--- config.mk ---
export PLATFORM = sky130hd
export DESIGN_NAME = fe_top
export DESIGN_NICKNAME = d
export VERILOG_FILES = /design/src/design/fe_pkg.sv /design/src/design/fe_if.sv /design/src/design/fe_cmd_decode.sv /design/src/design/fe_fetch_stage.sv /design/src/design/fe_pc_gen.sv /design/src/design/fe_queue_stage.sv /design/src/design/fe_top.sv
export SDC_FILE = /design/constraint.sdc
export NUM_CORES = 1
export LEC_CHECK = 0
export ABC_AREA = 1
export BUFFER_PORTS_ARGS = -buffer_cell sky130_fd_sc_hd__buf_2
export CAP_MARGIN = 20
export CORE_ASPECT_RATIO = 0.8
export CORE_UTILIZATION = 32
export CTS_BUF_LIST = sky130_fd_sc_hd__clkbuf_8
export DETAILED_ROUTE_END_ITERATION = 8
export GPL_ROUTABILITY_DRIVEN = 1
export GPL_TIMING_DRIVEN = 0
export SYNTH_ARGS = -nofsm -noshare
export SYNTH_HDL_FRONTEND = slang
export SYNTH_SLANG_ARGS = --single-unit
--- constraint.sdc ---
create_clock -name clk_i -period 6.9 [get_ports clk_i]
set_input_delay 1.38 -clock clk_i [delete_from_list [all_inputs] [get_ports clk_i]]
set_output_delay 1.38 -clock clk_i [all_outputs]
set_load 0.01 [all_outputs]
--- src/design/fe_pkg.sv ---
// Fetch front end package with widths, command and message encodings
package fe_pkg;

  localparam int VADDR_WIDTH = 32;
  localparam int INSTR_WIDTH = 32;

  // First byte address past the instruction memory
  localparam logic [VADDR_WIDTH-1:0] IMEM_LIMIT = 32'h0000_1000;

  localparam logic [VADDR_WIDTH-1:0] FETCH_STRIDE = 32'd4;

  // Back end command opcodes
  typedef enum logic [1:0]
  {
    e_op_state_reset = 2'd0,
    e_op_pc_redirect = 2'd1,
    e_op_wait        = 2'd2
  } fe_opcode_e;

  // Fetch controller states
  typedef enum logic [1:0]
  {
    e_wait  = 2'd0,
    e_run   = 2'd1,
    e_stall = 2'd2
  } fe_state_e;

  typedef enum logic
  {
    e_fe_fetch     = 1'b0,
    e_fe_exception = 1'b1
  } fe_msg_type_e;

  typedef enum logic [1:0]
  {
    e_instr_misaligned   = 2'd0,
    e_instr_access_fault = 2'd1
  } fe_exc_code_e;

  // Queue payload read as an instruction or as an exception record
  typedef union packed
  {
    logic [INSTR_WIDTH-1:0] instr;
    struct packed
    {
      logic [INSTR_WIDTH-3:0] zero;
      fe_exc_code_e           code;
    } exc;
  } fe_msg_u;

endpackage

--- src/design/fe_if.sv ---
// Internal front end interfaces for decoded commands and the IF1 to IF2 handoff
`timescale 1ns/1ps

interface fe_cmd_if;
  import fe_pkg::*;

  logic                   reset_v;
  logic                   redirect_v;
  logic                   wait_v;
  logic                   cmd_flush;
  logic [VADDR_WIDTH-1:0] cmd_pc;

  modport source (output reset_v, redirect_v, wait_v, cmd_flush, cmd_pc);
  modport sink (input reset_v, redirect_v, wait_v, cmd_flush, cmd_pc);

  // Pipeline stages only need to know that a command killed them
  modport monitor (input cmd_flush);
endinterface

interface fe_stage_if (input logic clk_i, input logic reset_i);
  import fe_pkg::*;

  logic                   if2_v;
  logic [VADDR_WIDTH-1:0] if2_pc;
  logic                   if2_misaligned;
  logic                   if2_access_fault;

  modport source (output if2_v, if2_pc, if2_misaligned, if2_access_fault);
  modport sink (
    input clk_i,
    input reset_i,
    input if2_v,
    input if2_pc,
    input if2_misaligned,
    input if2_access_fault
  );
endinterface

--- src/design/fe_cmd_decode.sv ---
// Command decoder that turns back end strobes into controller requests
`timescale 1ns/1ps

module fe_cmd_decode (
  input  logic                           clk_i,
  input  logic                           reset_i,
  input  logic                           fe_cmd_v_i,
  input  fe_pkg::fe_opcode_e             fe_cmd_opcode_i,
  input  logic [fe_pkg::VADDR_WIDTH-1:0] fe_cmd_vaddr_i,
  fe_cmd_if.source                       cmd
);
  import fe_pkg::*;

  assign cmd.reset_v    = fe_cmd_v_i & (fe_cmd_opcode_i == e_op_state_reset);
  assign cmd.redirect_v = fe_cmd_v_i & (fe_cmd_opcode_i == e_op_pc_redirect);
  assign cmd.wait_v     = fe_cmd_v_i & (fe_cmd_opcode_i == e_op_wait);

  // Unknown opcodes are ignored rather than flushing with no follow-up
  assign cmd.cmd_flush = cmd.reset_v | cmd.redirect_v | cmd.wait_v;

  assign cmd.cmd_pc = fe_cmd_vaddr_i;

  a_one_request: assert property (
    @(posedge clk_i) disable iff (reset_i)
    $onehot0({cmd.reset_v, cmd.redirect_v, cmd.wait_v})
  ) else $error("more than one command request in a cycle");

  a_request_flushes: assert property (
    @(posedge clk_i) disable iff (reset_i)
    fe_cmd_v_i |-> cmd.cmd_flush
  ) else $error("command strobe with unknown opcode");

endmodule

--- src/design/fe_fetch_stage.sv ---
// IF1 stage that issues instruction reads, checks fetch faults and feeds IF2
`timescale 1ns/1ps

module fe_fetch_stage (
  input  logic                           clk_i,
  input  logic                           reset_i,
  input  logic                           next_v_i,
  input  logic [fe_pkg::VADDR_WIDTH-1:0] next_pc_i,
  output logic                           imem_v_o,
  output logic [fe_pkg::VADDR_WIDTH-1:0] imem_addr_o,
  input  logic                           fetch_fail_i,
  input  logic                           exc_v_i,
  fe_cmd_if.monitor                      cmd,
  fe_stage_if.source                     stage
);
  import fe_pkg::*;

  logic                   v_if1_r;
  logic [VADDR_WIDTH-1:0] pc_if1_r;
  logic                   misaligned;
  logic                   access_fault;
  logic                   kill_if1;
  logic                   v_if2_r;
  logic [VADDR_WIDTH-1:0] pc_if2_r;
  logic                   misaligned_r;
  logic                   access_fault_r;

  assign misaligned   = |pc_if1_r[1:0];
  assign access_fault = (pc_if1_r >= IMEM_LIMIT);

  // Any redirect of the stream poisons the item sitting in IF1
  assign kill_if1 = cmd.cmd_flush | fetch_fail_i | exc_v_i;

  // Faulting PCs go down the pipe without touching memory
  assign imem_v_o    = v_if1_r & ~misaligned & ~access_fault & ~kill_if1;
  assign imem_addr_o = pc_if1_r;

  always_ff @(posedge clk_i)
  begin
    if (reset_i)
    begin
      v_if1_r <= 1'b0;
      v_if2_r <= 1'b0;
    end
    else
    begin
      v_if1_r <= next_v_i;
      v_if2_r <= v_if1_r & ~kill_if1;
    end
  end

  always_ff @(posedge clk_i)
  begin
    pc_if1_r       <= next_pc_i;
    pc_if2_r       <= pc_if1_r;
    misaligned_r   <= misaligned;
    access_fault_r <= access_fault;
  end

  assign stage.if2_v            = v_if2_r;
  assign stage.if2_pc           = pc_if2_r;
  assign stage.if2_misaligned   = misaligned_r;
  assign stage.if2_access_fault = access_fault_r;

endmodule

--- src/design/fe_pc_gen.sv ---
// Fetch controller with wait/run/stall FSM, resume PC and next fetch address
`timescale 1ns/1ps

module fe_pc_gen (
  input  logic                           clk_i,
  input  logic                           reset_i,
  fe_cmd_if.sink                         cmd,
  input  logic [fe_pkg::VADDR_WIDTH-1:0] if2_pc_i,
  input  logic                           fetch_fail_i,
  input  logic                           exc_v_i,
  input  logic                           imem_ready_i,
  output logic                           next_v_o,
  output logic [fe_pkg::VADDR_WIDTH-1:0] next_pc_o
);
  import fe_pkg::*;

  fe_state_e              state_r;
  fe_state_e              state_n;
  logic [VADDR_WIDTH-1:0] pc_r;
  logic [VADDR_WIDTH-1:0] pc_n;

  always_comb
  begin
    state_n = state_r;
    if (cmd.redirect_v)
      state_n = e_run;
    else if (cmd.reset_v)
      state_n = e_stall;
    else if (cmd.wait_v)
      state_n = e_wait;
    else
    begin
      case (state_r)
        e_wait:  state_n = e_wait;
        // Restart only once the queue can take what we fetch
        e_stall: state_n = imem_ready_i ? e_run : e_stall;
        e_run:
        begin
          if (fetch_fail_i)
            state_n = e_stall;
          else if (exc_v_i)
            state_n = e_wait;
        end
        default: state_n = e_wait;
      endcase
    end
  end

  // Redirect target goes out in the same cycle
  assign next_pc_o = cmd.redirect_v ? cmd.cmd_pc : pc_r;
  assign next_v_o  = (state_n == e_run);

  always_comb
  begin
    if (fetch_fail_i && !cmd.cmd_flush)
      pc_n = if2_pc_i;
    else if (next_v_o)
      pc_n = next_pc_o + FETCH_STRIDE;
    else if (cmd.cmd_flush)
      pc_n = cmd.cmd_pc;
    else
      pc_n = pc_r;
  end

  always_ff @(posedge clk_i)
  begin
    if (reset_i)
      state_r <= e_wait;
    else
      state_r <= state_n;
  end

  always_ff @(posedge clk_i)
  begin
    pc_r <= pc_n;
  end

  a_no_fetch_in_wait: assert property (
    @(posedge clk_i) disable iff (reset_i)
    (state_r == e_wait) && !cmd.redirect_v |-> !next_v_o
  ) else $error("fetch issued while waiting for a command");

  // A failed item must be the next address fetched
  a_fail_resumes: assert property (
    @(posedge clk_i) disable iff (reset_i)
    fetch_fail_i && !cmd.cmd_flush |=> (state_r == e_stall) && (pc_r == $past(if2_pc_i))
  ) else $error("fetch failure did not rewind the resume PC");

endmodule

--- src/design/fe_queue_stage.sv ---
// IF2 stage that builds fetch queue messages and reports progress or failure
`timescale 1ns/1ps

module fe_queue_stage (
  fe_stage_if.sink                       stage,
  fe_cmd_if.monitor                      cmd,
  input  logic [fe_pkg::INSTR_WIDTH-1:0] imem_data_i,
  input  logic                           fe_queue_ready_i,
  output logic                           fe_queue_v_o,
  output fe_pkg::fe_msg_type_e           fe_queue_type_o,
  output logic [fe_pkg::VADDR_WIDTH-1:0] fe_queue_pc_o,
  output fe_pkg::fe_msg_u                fe_queue_payload_o,
  output logic                           fetch_fail_o,
  output logic                           exc_v_o
);
  import fe_pkg::*;

  logic    exc_item;
  fe_msg_u msg;

  assign exc_item = stage.if2_misaligned | stage.if2_access_fault;

  // Only offer a message the queue will take this cycle
  assign fe_queue_v_o = stage.if2_v & fe_queue_ready_i & ~cmd.cmd_flush;
  assign fetch_fail_o = stage.if2_v & ~fe_queue_v_o;
  assign exc_v_o      = fe_queue_v_o & exc_item;

  always_comb
  begin
    msg = '0;
    if (exc_item)
      // Misaligned wins when both faults apply
      msg.exc.code = stage.if2_misaligned ? e_instr_misaligned : e_instr_access_fault;
    else
      msg.instr = imem_data_i;
  end

  assign fe_queue_type_o    = exc_item ? e_fe_exception : e_fe_fetch;
  assign fe_queue_pc_o      = stage.if2_pc;
  assign fe_queue_payload_o = msg;

  a_valid_needs_ready: assert property (
    @(posedge stage.clk_i) disable iff (stage.reset_i)
    fe_queue_v_o |-> fe_queue_ready_i
  ) else $error("queue valid raised without ready");

  // IF1 must be poisoned once an exception goes out
  a_exc_drains_pipe: assert property (
    @(posedge stage.clk_i) disable iff (stage.reset_i)
    exc_v_o |=> !stage.if2_v
  ) else $error("item reached IF2 after an exception");

endmodule

--- src/design/fe_top.sv ---
// Fetch front end top level joining decode, PC generation and both fetch stages
`timescale 1ns/1ps

module fe_top (
  input  logic                           clk_i,
  input  logic                           reset_i,
  input  logic                           fe_cmd_v_i,
  input  fe_pkg::fe_opcode_e             fe_cmd_opcode_i,
  input  logic [fe_pkg::VADDR_WIDTH-1:0] fe_cmd_vaddr_i,
  output logic                           imem_v_o,
  output logic [fe_pkg::VADDR_WIDTH-1:0] imem_addr_o,
  input  logic [fe_pkg::INSTR_WIDTH-1:0] imem_data_i,
  output logic                           fe_queue_v_o,
  output fe_pkg::fe_msg_type_e           fe_queue_type_o,
  output logic [fe_pkg::VADDR_WIDTH-1:0] fe_queue_pc_o,
  output fe_pkg::fe_msg_u                fe_queue_payload_o,
  input  logic                           fe_queue_ready_i
);
  import fe_pkg::*;

  logic                   next_v;
  logic [VADDR_WIDTH-1:0] next_pc;
  logic                   fetch_fail;
  logic                   exc_v;

  fe_cmd_if cmd_if ();
  fe_stage_if stage_if (.clk_i(clk_i), .reset_i(reset_i));

  fe_cmd_decode u_cmd_decode (
    .clk_i           (clk_i),
    .reset_i         (reset_i),
    .fe_cmd_v_i      (fe_cmd_v_i),
    .fe_cmd_opcode_i (fe_cmd_opcode_i),
    .fe_cmd_vaddr_i  (fe_cmd_vaddr_i),
    .cmd             (cmd_if.source)
  );

  // Memory has fixed latency, so queue ready is the only fetch gate
  fe_pc_gen u_pc_gen (
    .clk_i        (clk_i),
    .reset_i      (reset_i),
    .cmd          (cmd_if.sink),
    .if2_pc_i     (stage_if.if2_pc),
    .fetch_fail_i (fetch_fail),
    .exc_v_i      (exc_v),
    .imem_ready_i (fe_queue_ready_i),
    .next_v_o     (next_v),
    .next_pc_o    (next_pc)
  );

  fe_fetch_stage u_fetch_stage (
    .clk_i        (clk_i),
    .reset_i      (reset_i),
    .next_v_i     (next_v),
    .next_pc_i    (next_pc),
    .imem_v_o     (imem_v_o),
    .imem_addr_o  (imem_addr_o),
    .fetch_fail_i (fetch_fail),
    .exc_v_i      (exc_v),
    .cmd          (cmd_if.monitor),
    .stage        (stage_if.source)
  );

  fe_queue_stage u_queue_stage (
    .stage              (stage_if.sink),
    .cmd                (cmd_if.monitor),
    .imem_data_i        (imem_data_i),
    .fe_queue_ready_i   (fe_queue_ready_i),
    .fe_queue_v_o       (fe_queue_v_o),
    .fe_queue_type_o    (fe_queue_type_o),
    .fe_queue_pc_o      (fe_queue_pc_o),
    .fe_queue_payload_o (fe_queue_payload_o),
    .fetch_fail_o       (fetch_fail),
    .exc_v_o            (exc_v)
  );

endmodule

Yosys cells after proc, flatten, opt, wreduce, memory -nomap -nowiden
Index checks and enable logic that the tools add are counted.
{"block": "op_classes", "n_addsub": 1, "magnitude_cmp": 1, "eq_ne": 5, "mux": 15, "bitwise": 21, "reduce_logical": 5}
{"operator": "32-bit two-way mux", "count": 4}
{"operator": "32-bit by 3-bit adder with 32-bit output, second input constant", "count": 1}
{"operator": "32-bit by 13-bit greater-or-equal comparator with 1-bit output, second input constant", "count": 1}
{"operator": "30-bit two-way mux", "count": 1}
{"operator": "2-bit two-way mux", "count": 7}
{"operator": "1-bit AND", "count": 11}
{"operator": "2-bit by 1-bit == test with 1-bit output, second input constant", "count": 3}
{"operator": "1-bit inverter", "count": 5}
{"operator": "1-bit OR", "count": 5}
{"operator": "2-bit == test, second input constant", "count": 2}
{"operator": "2-bit case mux with 2 select lines", "count": 1}
{"operator": "3-bit nonzero test", "count": 1}
{"operator": "2-bit zero test", "count": 1}
{"operator": "1-bit two-way mux", "count": 2}
{"operator": "2-bit OR reduction", "count": 1}
{"operator": "1-bit logical AND", "count": 1}
{"operator": "1-bit zero test", "count": 1}
{"block": "word_totals", "ff_bits": 102, "input_bits": 70, "output_inout_bits": 99, "elab_cells": 56}

Longest topological paths before layout
{"block": "logic_depth", "depth_word": 16, "ltp_mapped": 17, "depth_no_buf": 15}

By module
From an unflattened synthesis, not the netlist that was laid out.
{"block": "unflattened", "cells_unflattened": 816, "hier_area_um2": 5809.3}
{"mod": "fe_pc_gen", "instances": 1, "cells_each": 574, "area_per_inst_um2": 3427.0, "seq_area_each_um2": 1001.0}
{"mod": "fe_fetch_stage", "instances": 1, "cells_each": 96, "area_per_inst_um2": 1486.4, "seq_area_each_um2": 1361.3}
{"mod": "fe_queue_stage", "instances": 1, "cells_each": 106, "area_per_inst_um2": 625.6, "seq_area_each_um2": 0.0}
{"mod": "fe_cmd_decode", "instances": 1, "cells_each": 40, "area_per_inst_um2": 270.3, "seq_area_each_um2": 0.0}

Worst setup path after synthesis
OpenSTA, ideal clock, no wires.
{"block": "synth_path", "path_type": "input -> output", "from": "in fe_cmd_v_i", "to": "out imem_v_o", "arrival_time_ps": 2265, "required_ps": 5520, "setup_slack_ps": 3255, "cell_stages": 8, "n_path_buf": 1, "path_cell_list": "buf_4 > nand2_1 > nand2_1 > nand2_1 > nand2_1 > inv_1 > nand3_1 > nor3_1"}
{"block": "synth_via", "elab_chain_cells": 11, "word_cells_on_any_way": 14, "classes_between": "bitwise: 14"}
{"element": "start: declaration", "line": "fe_top.sv:7", "source": "input logic fe_cmd_v_i,"}
{"element": "1-bit AND, on equally long branches", "line": "fe_cmd_decode.sv:14, fe_cmd_decode.sv:15"}
{"element": "1-bit OR", "line": "fe_cmd_decode.sv:19", "source": "assign cmd.cmd_flush = cmd.reset_v | cmd.redirect_v | cmd.wait_v;"}
{"element": "1-bit OR *", "line": "fe_cmd_decode.sv:19"}
{"element": "1-bit inverter", "line": "fe_queue_stage.sv:24", "source": "assign fe_queue_v_o = stage.if2_v & fe_queue_ready_i & ~cmd.cmd_flush;"}
{"element": "1-bit AND", "line": "fe_queue_stage.sv:24"}
{"element": "1-bit inverter", "line": "fe_queue_stage.sv:25", "source": "assign fetch_fail_o = stage.if2_v & ~fe_queue_v_o;"}
{"element": "1-bit AND", "line": "fe_queue_stage.sv:25"}
{"element": "1-bit OR", "line": "fe_fetch_stage.sv:32", "source": "assign kill_if1 = cmd.cmd_flush | fetch_fail_i | exc_v_i;"}
{"element": "1-bit OR *", "line": "fe_fetch_stage.sv:32"}
{"element": "1-bit inverter *", "line": "fe_fetch_stage.sv:35", "source": "assign imem_v_o = v_if1_r & ~misaligned & ~access_fault & ~kill_if1;"}
{"element": "1-bit AND *", "line": "fe_fetch_stage.sv:35"}
{"element": "end: declaration", "line": "fe_top.sv:10", "source": "output logic imem_v_o,"}
Every way passes the cells marked *; elsewhere a longest branch is shown, timed or not.

Worst setup path in the final report
{"block": "layout_path", "from": "in fe_cmd_opcode_i[0]", "to": "out imem_v_o"}
{"block": "layout_via", "elab_chain_cells": 12, "word_cells_on_any_way": 17, "classes_between": "eq/ne: 2; bitwise: 14; reduce/logical: 1"}
{"element": "start: declaration", "line": "fe_top.sv:8", "source": "input fe_pkg::fe_opcode_e fe_cmd_opcode_i,"}
{"element": "2-bit by 1-bit == test with 1-bit output / 2-bit zero test (equally long branches)", "line": "fe_cmd_decode.sv:15, fe_cmd_decode.sv:14"}
{"element": "1-bit AND, on equally long branches", "line": "fe_cmd_decode.sv:15, fe_cmd_decode.sv:14"}
{"element": "1-bit OR", "line": "fe_cmd_decode.sv:19"}
{"element": "1-bit OR *", "line": "fe_cmd_decode.sv:19"}
{"element": "1-bit inverter", "line": "fe_queue_stage.sv:24"}
{"element": "1-bit AND", "line": "fe_queue_stage.sv:24"}
{"element": "1-bit inverter", "line": "fe_queue_stage.sv:25"}
{"element": "1-bit AND", "line": "fe_queue_stage.sv:25"}
{"element": "1-bit OR", "line": "fe_fetch_stage.sv:32"}
{"element": "1-bit OR *", "line": "fe_fetch_stage.sv:32"}
{"element": "1-bit inverter *", "line": "fe_fetch_stage.sv:35"}
{"element": "1-bit AND *", "line": "fe_fetch_stage.sv:35"}
Marked as above.

==> out/qor.yml <==
p_leak_nw: 3.514
crit_chain: "buf_2 -> nand2_1 -> nand2_1 -> nand2_1 -> nand2_1 -> nand2_1 -> inv_1 -> nand3_1 -> nor3_1 -> buf_2"
drive_above_1_share: 0.2592
finalCritPeriodShare: 0.5826
syn-num-nets: 843
finalMaxSlewViolations: 0
clkSinkCount: 102
tns_ns: 0
tritoncts: "built"
slew_headroom: 0.3165
dp_hpwl_um: 13490
postSynthAreaPerCell_um2: 6.953
grt_pass1_wl_um: 27150
start_util: 0.3334
yosys.area_share.xor_xnor: 0.008179
cp.buffers_inverters: 3
dp.cells: 1152
routed_wl_um: 17190
die_y_um: 117.7
endpoint_kind: "output pin"
slowest_delay_ns: 0.27
fp-row-count: 41
num_antenna_cells: 0
min-delay-start: "u_fetch_stage.imem_addr_o[8]$_DFF_P_"
max_freq_ghz: 0.2488
first_pass_iters: 5
synth_fa_ha_area_frac: 0.007011
gp_congestion: 0.8844
finClkSkew_ns: 0.01227
worst_slew_pin_slew_ns: 1.025
die_x_um: 146.6
synth_top_family_by_area: "simple AND/OR/NAND/NOR gates"
critPathMaxFanout: 6
cpLargestDelayFamily: "simple AND/OR/NAND/NOR gates"
syn_to_final_growth_pct: 24.42
p_per_area_nw_per_um2: 204.4
drt-initial-drc-count: 355
final_area_um2: 6661
portBuffers: 167
cts_buffer_depth: 2
cp.required_ns: 5.52
post_cts_buffers: 0
holdCritPathClass: "reg2reg"
criticalPathCategory: "in2out"
htreeDepth: 3
arrival_ns: 2.64
ctsHoldBuffers: 0
numCtsBuffers: 9
drt-vias-per-instance: 4.591
final_nets: 1021
finalSetupViolCount: 0
insertion_delay_ns: 0.39
io_pins: 169
fillers: 1715
synthCells: 770
vias: 5362
hold_viol: 0
stdcell_count: 1168
synth_compound_area_frac: 0.06333
critical_path.startpoint: "fe_cmd_opcode_i[0]"
rsz0062_at_grt: "false"
synth-seq-area-share: 0.4412
drtAntennaViolNets: 0
holdWs_ns: 0.3360
die_area_um2: 17260
regArea_um2: 2362
netlist_area_um2: 5354
critPathLaunchType: "primary input"
antenna_found_initial: 0
final.min_clock_period_ns: 4.020
synthMuxAreaShare: 0
synth.distinct_cells: 30
wl_per_cell_um: 14.72
remaining_drc_errors: 0
yosys.area_share.simple: 0.3744
peakVddDrop_mv: 0.1441
grt_max_degree: 33
dpl-instance-area_um2: 6461
multi_input_area_um2: 2427
cp_common_cell: "nand2_1"
clkSlewWorstSetupHoldPaths_ns: 0.10
cpMaxStageDelayCell: "nor3_1"
yosysWarnings: 0
ff2ff_setup_slack_ns: 3.90
clockRootBuffer: "clkbuf_8"
reg2reg_from: "u_pc_gen.state_r[0]$_SDFF_PP0_"
status: "complete, no violations"
first_global_vias: 5036
grt_usage: 0.2070
coreArea_um2: 16060
cts_resized: 0
overflow: 0
ys_ff_latch: 102
drv_cap: 0
through the flow:
step	setup WS, ns	total power [mW]	utilization
after CTS	2.846	1.371	0.4149
after detailed placement	2.656	0.9830	0.4024
final	2.880	1.362	0.4149
after global placement	2.202	0.9807	0.4022
after floorplan	3.255	0.8726	-
after global routing	2.700	1.437	0.4149
cells in the final DEF (no fill, tap or decap), types with 3 or more instances in the layout:
cell        n
a21oi_1    14
buf_2     173
buf_4       3
buf_6       5
clkbuf_1   10
clkbuf_8   10
dfxtp_1    70
edfxtp_1   32
ha_1        3
inv_1     109
inv_2       3
nand2_1   284
nand2_2    11
nand3_1    46
nand3b_1    4
nand4_1    14
nor2_1     84
nor2_2     14
nor4_1      5
o21ai_0    13
o21ai_1     7
o21ai_2    11
o21ai_4     4
or2_2       4
xor2_1      5
state kept, by name, summed over array words and instances, names as in the netlist:
register                              cells
u_fetch_stage.stage.if2_access_fault      1
u_fetch_stage.imem_addr_o                32
u_fetch_stage.stage.if2_pc               32
u_pc_gen.pc_r                            32
u_fetch_stage.v_if1_r                     1
u_fetch_stage.stage.if2_misaligned        1
u_pc_gen.state_r                          2
u_fetch_stage.stage.if2_v                 1
Yosys cell counts:
cell type | n | share of area
nand2_1 | 285 | 0.20
inv_1 | 108 | 0.076
nor2_1 | 84 | 0.059
dfxtp_1 | 70 | 0.26
nand3_1 | 46 | 0.043
edfxtp_1 | 32 | 0.18
a21oi_1 | 14 | 0.013
nand4_1 | 14 | 0.016
nor2_2 | 14 | 0.016
o21ai_0 | 13 | 0.012
o21ai_2 | 11 | 0.018
clkbuf_1 | 10 | 0.0070
nand2_2 | 10 | 0.012
o21ai_1 | 7 | 0.0065
buf_2 | 6 | 0.0056
buf_6 | 5 | 0.011
nor4_1 | 5 | 0.0058
xor2_1 | 5 | 0.0082
nand3b_1 | 4 | 0.0056
o21ai_4 | 4 | 0.012
or2_2 | 4 | 0.0047
buf_4 | 3 | 0.0042
ha_1 | 3 | 0.0070
inv_2 | 3 | 0.0021
and2_1 | 2 | 0.0023
nand3_2 | 2 | 0.0037
nor2_4 | 2 | 0.0042
nor3_1 | 2 | 0.0019
buf_1 | 1 | 0.00070
o21bai_1 | 1 | 0.0014
path summary, 6_finish.rpt:
kind	endpoint	cells past startpoint
max	imem_v_o	10
min	u_fetch_stage.stage.if2_pc[8]$_DFF_P_	0
max reg2reg	u_pc_gen.pc_r[13]$_DFFE_PP_	9
min reg2reg	u_fetch_stage.stage.if2_pc[8]$_DFF_P_	0
where the power goes:
group / total (mW) / leakage, nW / internal, mW / switching, mW
Sequential: 0.710 / 0.898 / 0.681 / 0.0291
Combinational: 0.260 / 2.52 / 0.0926 / 0.167
Clock: 0.392 / 0.0997 / 0.176 / 0.216
per-layer routing:
| layer | wire (um) | track usage | share of wire | vias to the layer above |
|---|---|---|---|---|
| li1 | - | - | - | 2736 |
| met1 | 8023 | 0.2733 | 0.47 | 2371 |
| met2 | 7328 | 0.3294 | 0.43 | 233 |
| met3 | 1519 | 0.05388 | 0.088 | 22 |
| met4 | 316 | 0.06250 | 0.018 | 0 |
| met5 | 0 | 0 | 0 | - |
kinds of logic (layout without fill, tap and decap cells):
logic type | count (synthesis) | after routing
buf+inv | 136 | 319
compound gates | 50 | 50
flops | 102 | 102
fa+ha+maj | 3 | 3
xor+xnor | 5 | 5
simple gates | 474 | 474
cell type report:
cell class,instances,share of cell area
well taps,215,0.04038
inverters,111,0.06255
flip-flops and latches,102,0.3546
multi-input cells,532,0.3644
repair buffers,167,0.1255
plain buffers,25,0.02254
clock inverters,6,0.009391
clock buffers,10,0.02066
worst register-to-register path, cell delays in order, from the launching register on:
cell      delay (ns)
dfxtp_1         0.36
inv_1           0.05
ha_1            0.28
a21oi_1         0.15
nand2_1         0.08
nand2_1         0.08
nand2_1         0.08
nand2_2         0.22
clkbuf_1        0.56
nand2_2         0.68
No activity file was read; power rests on OpenSTA's default activity.
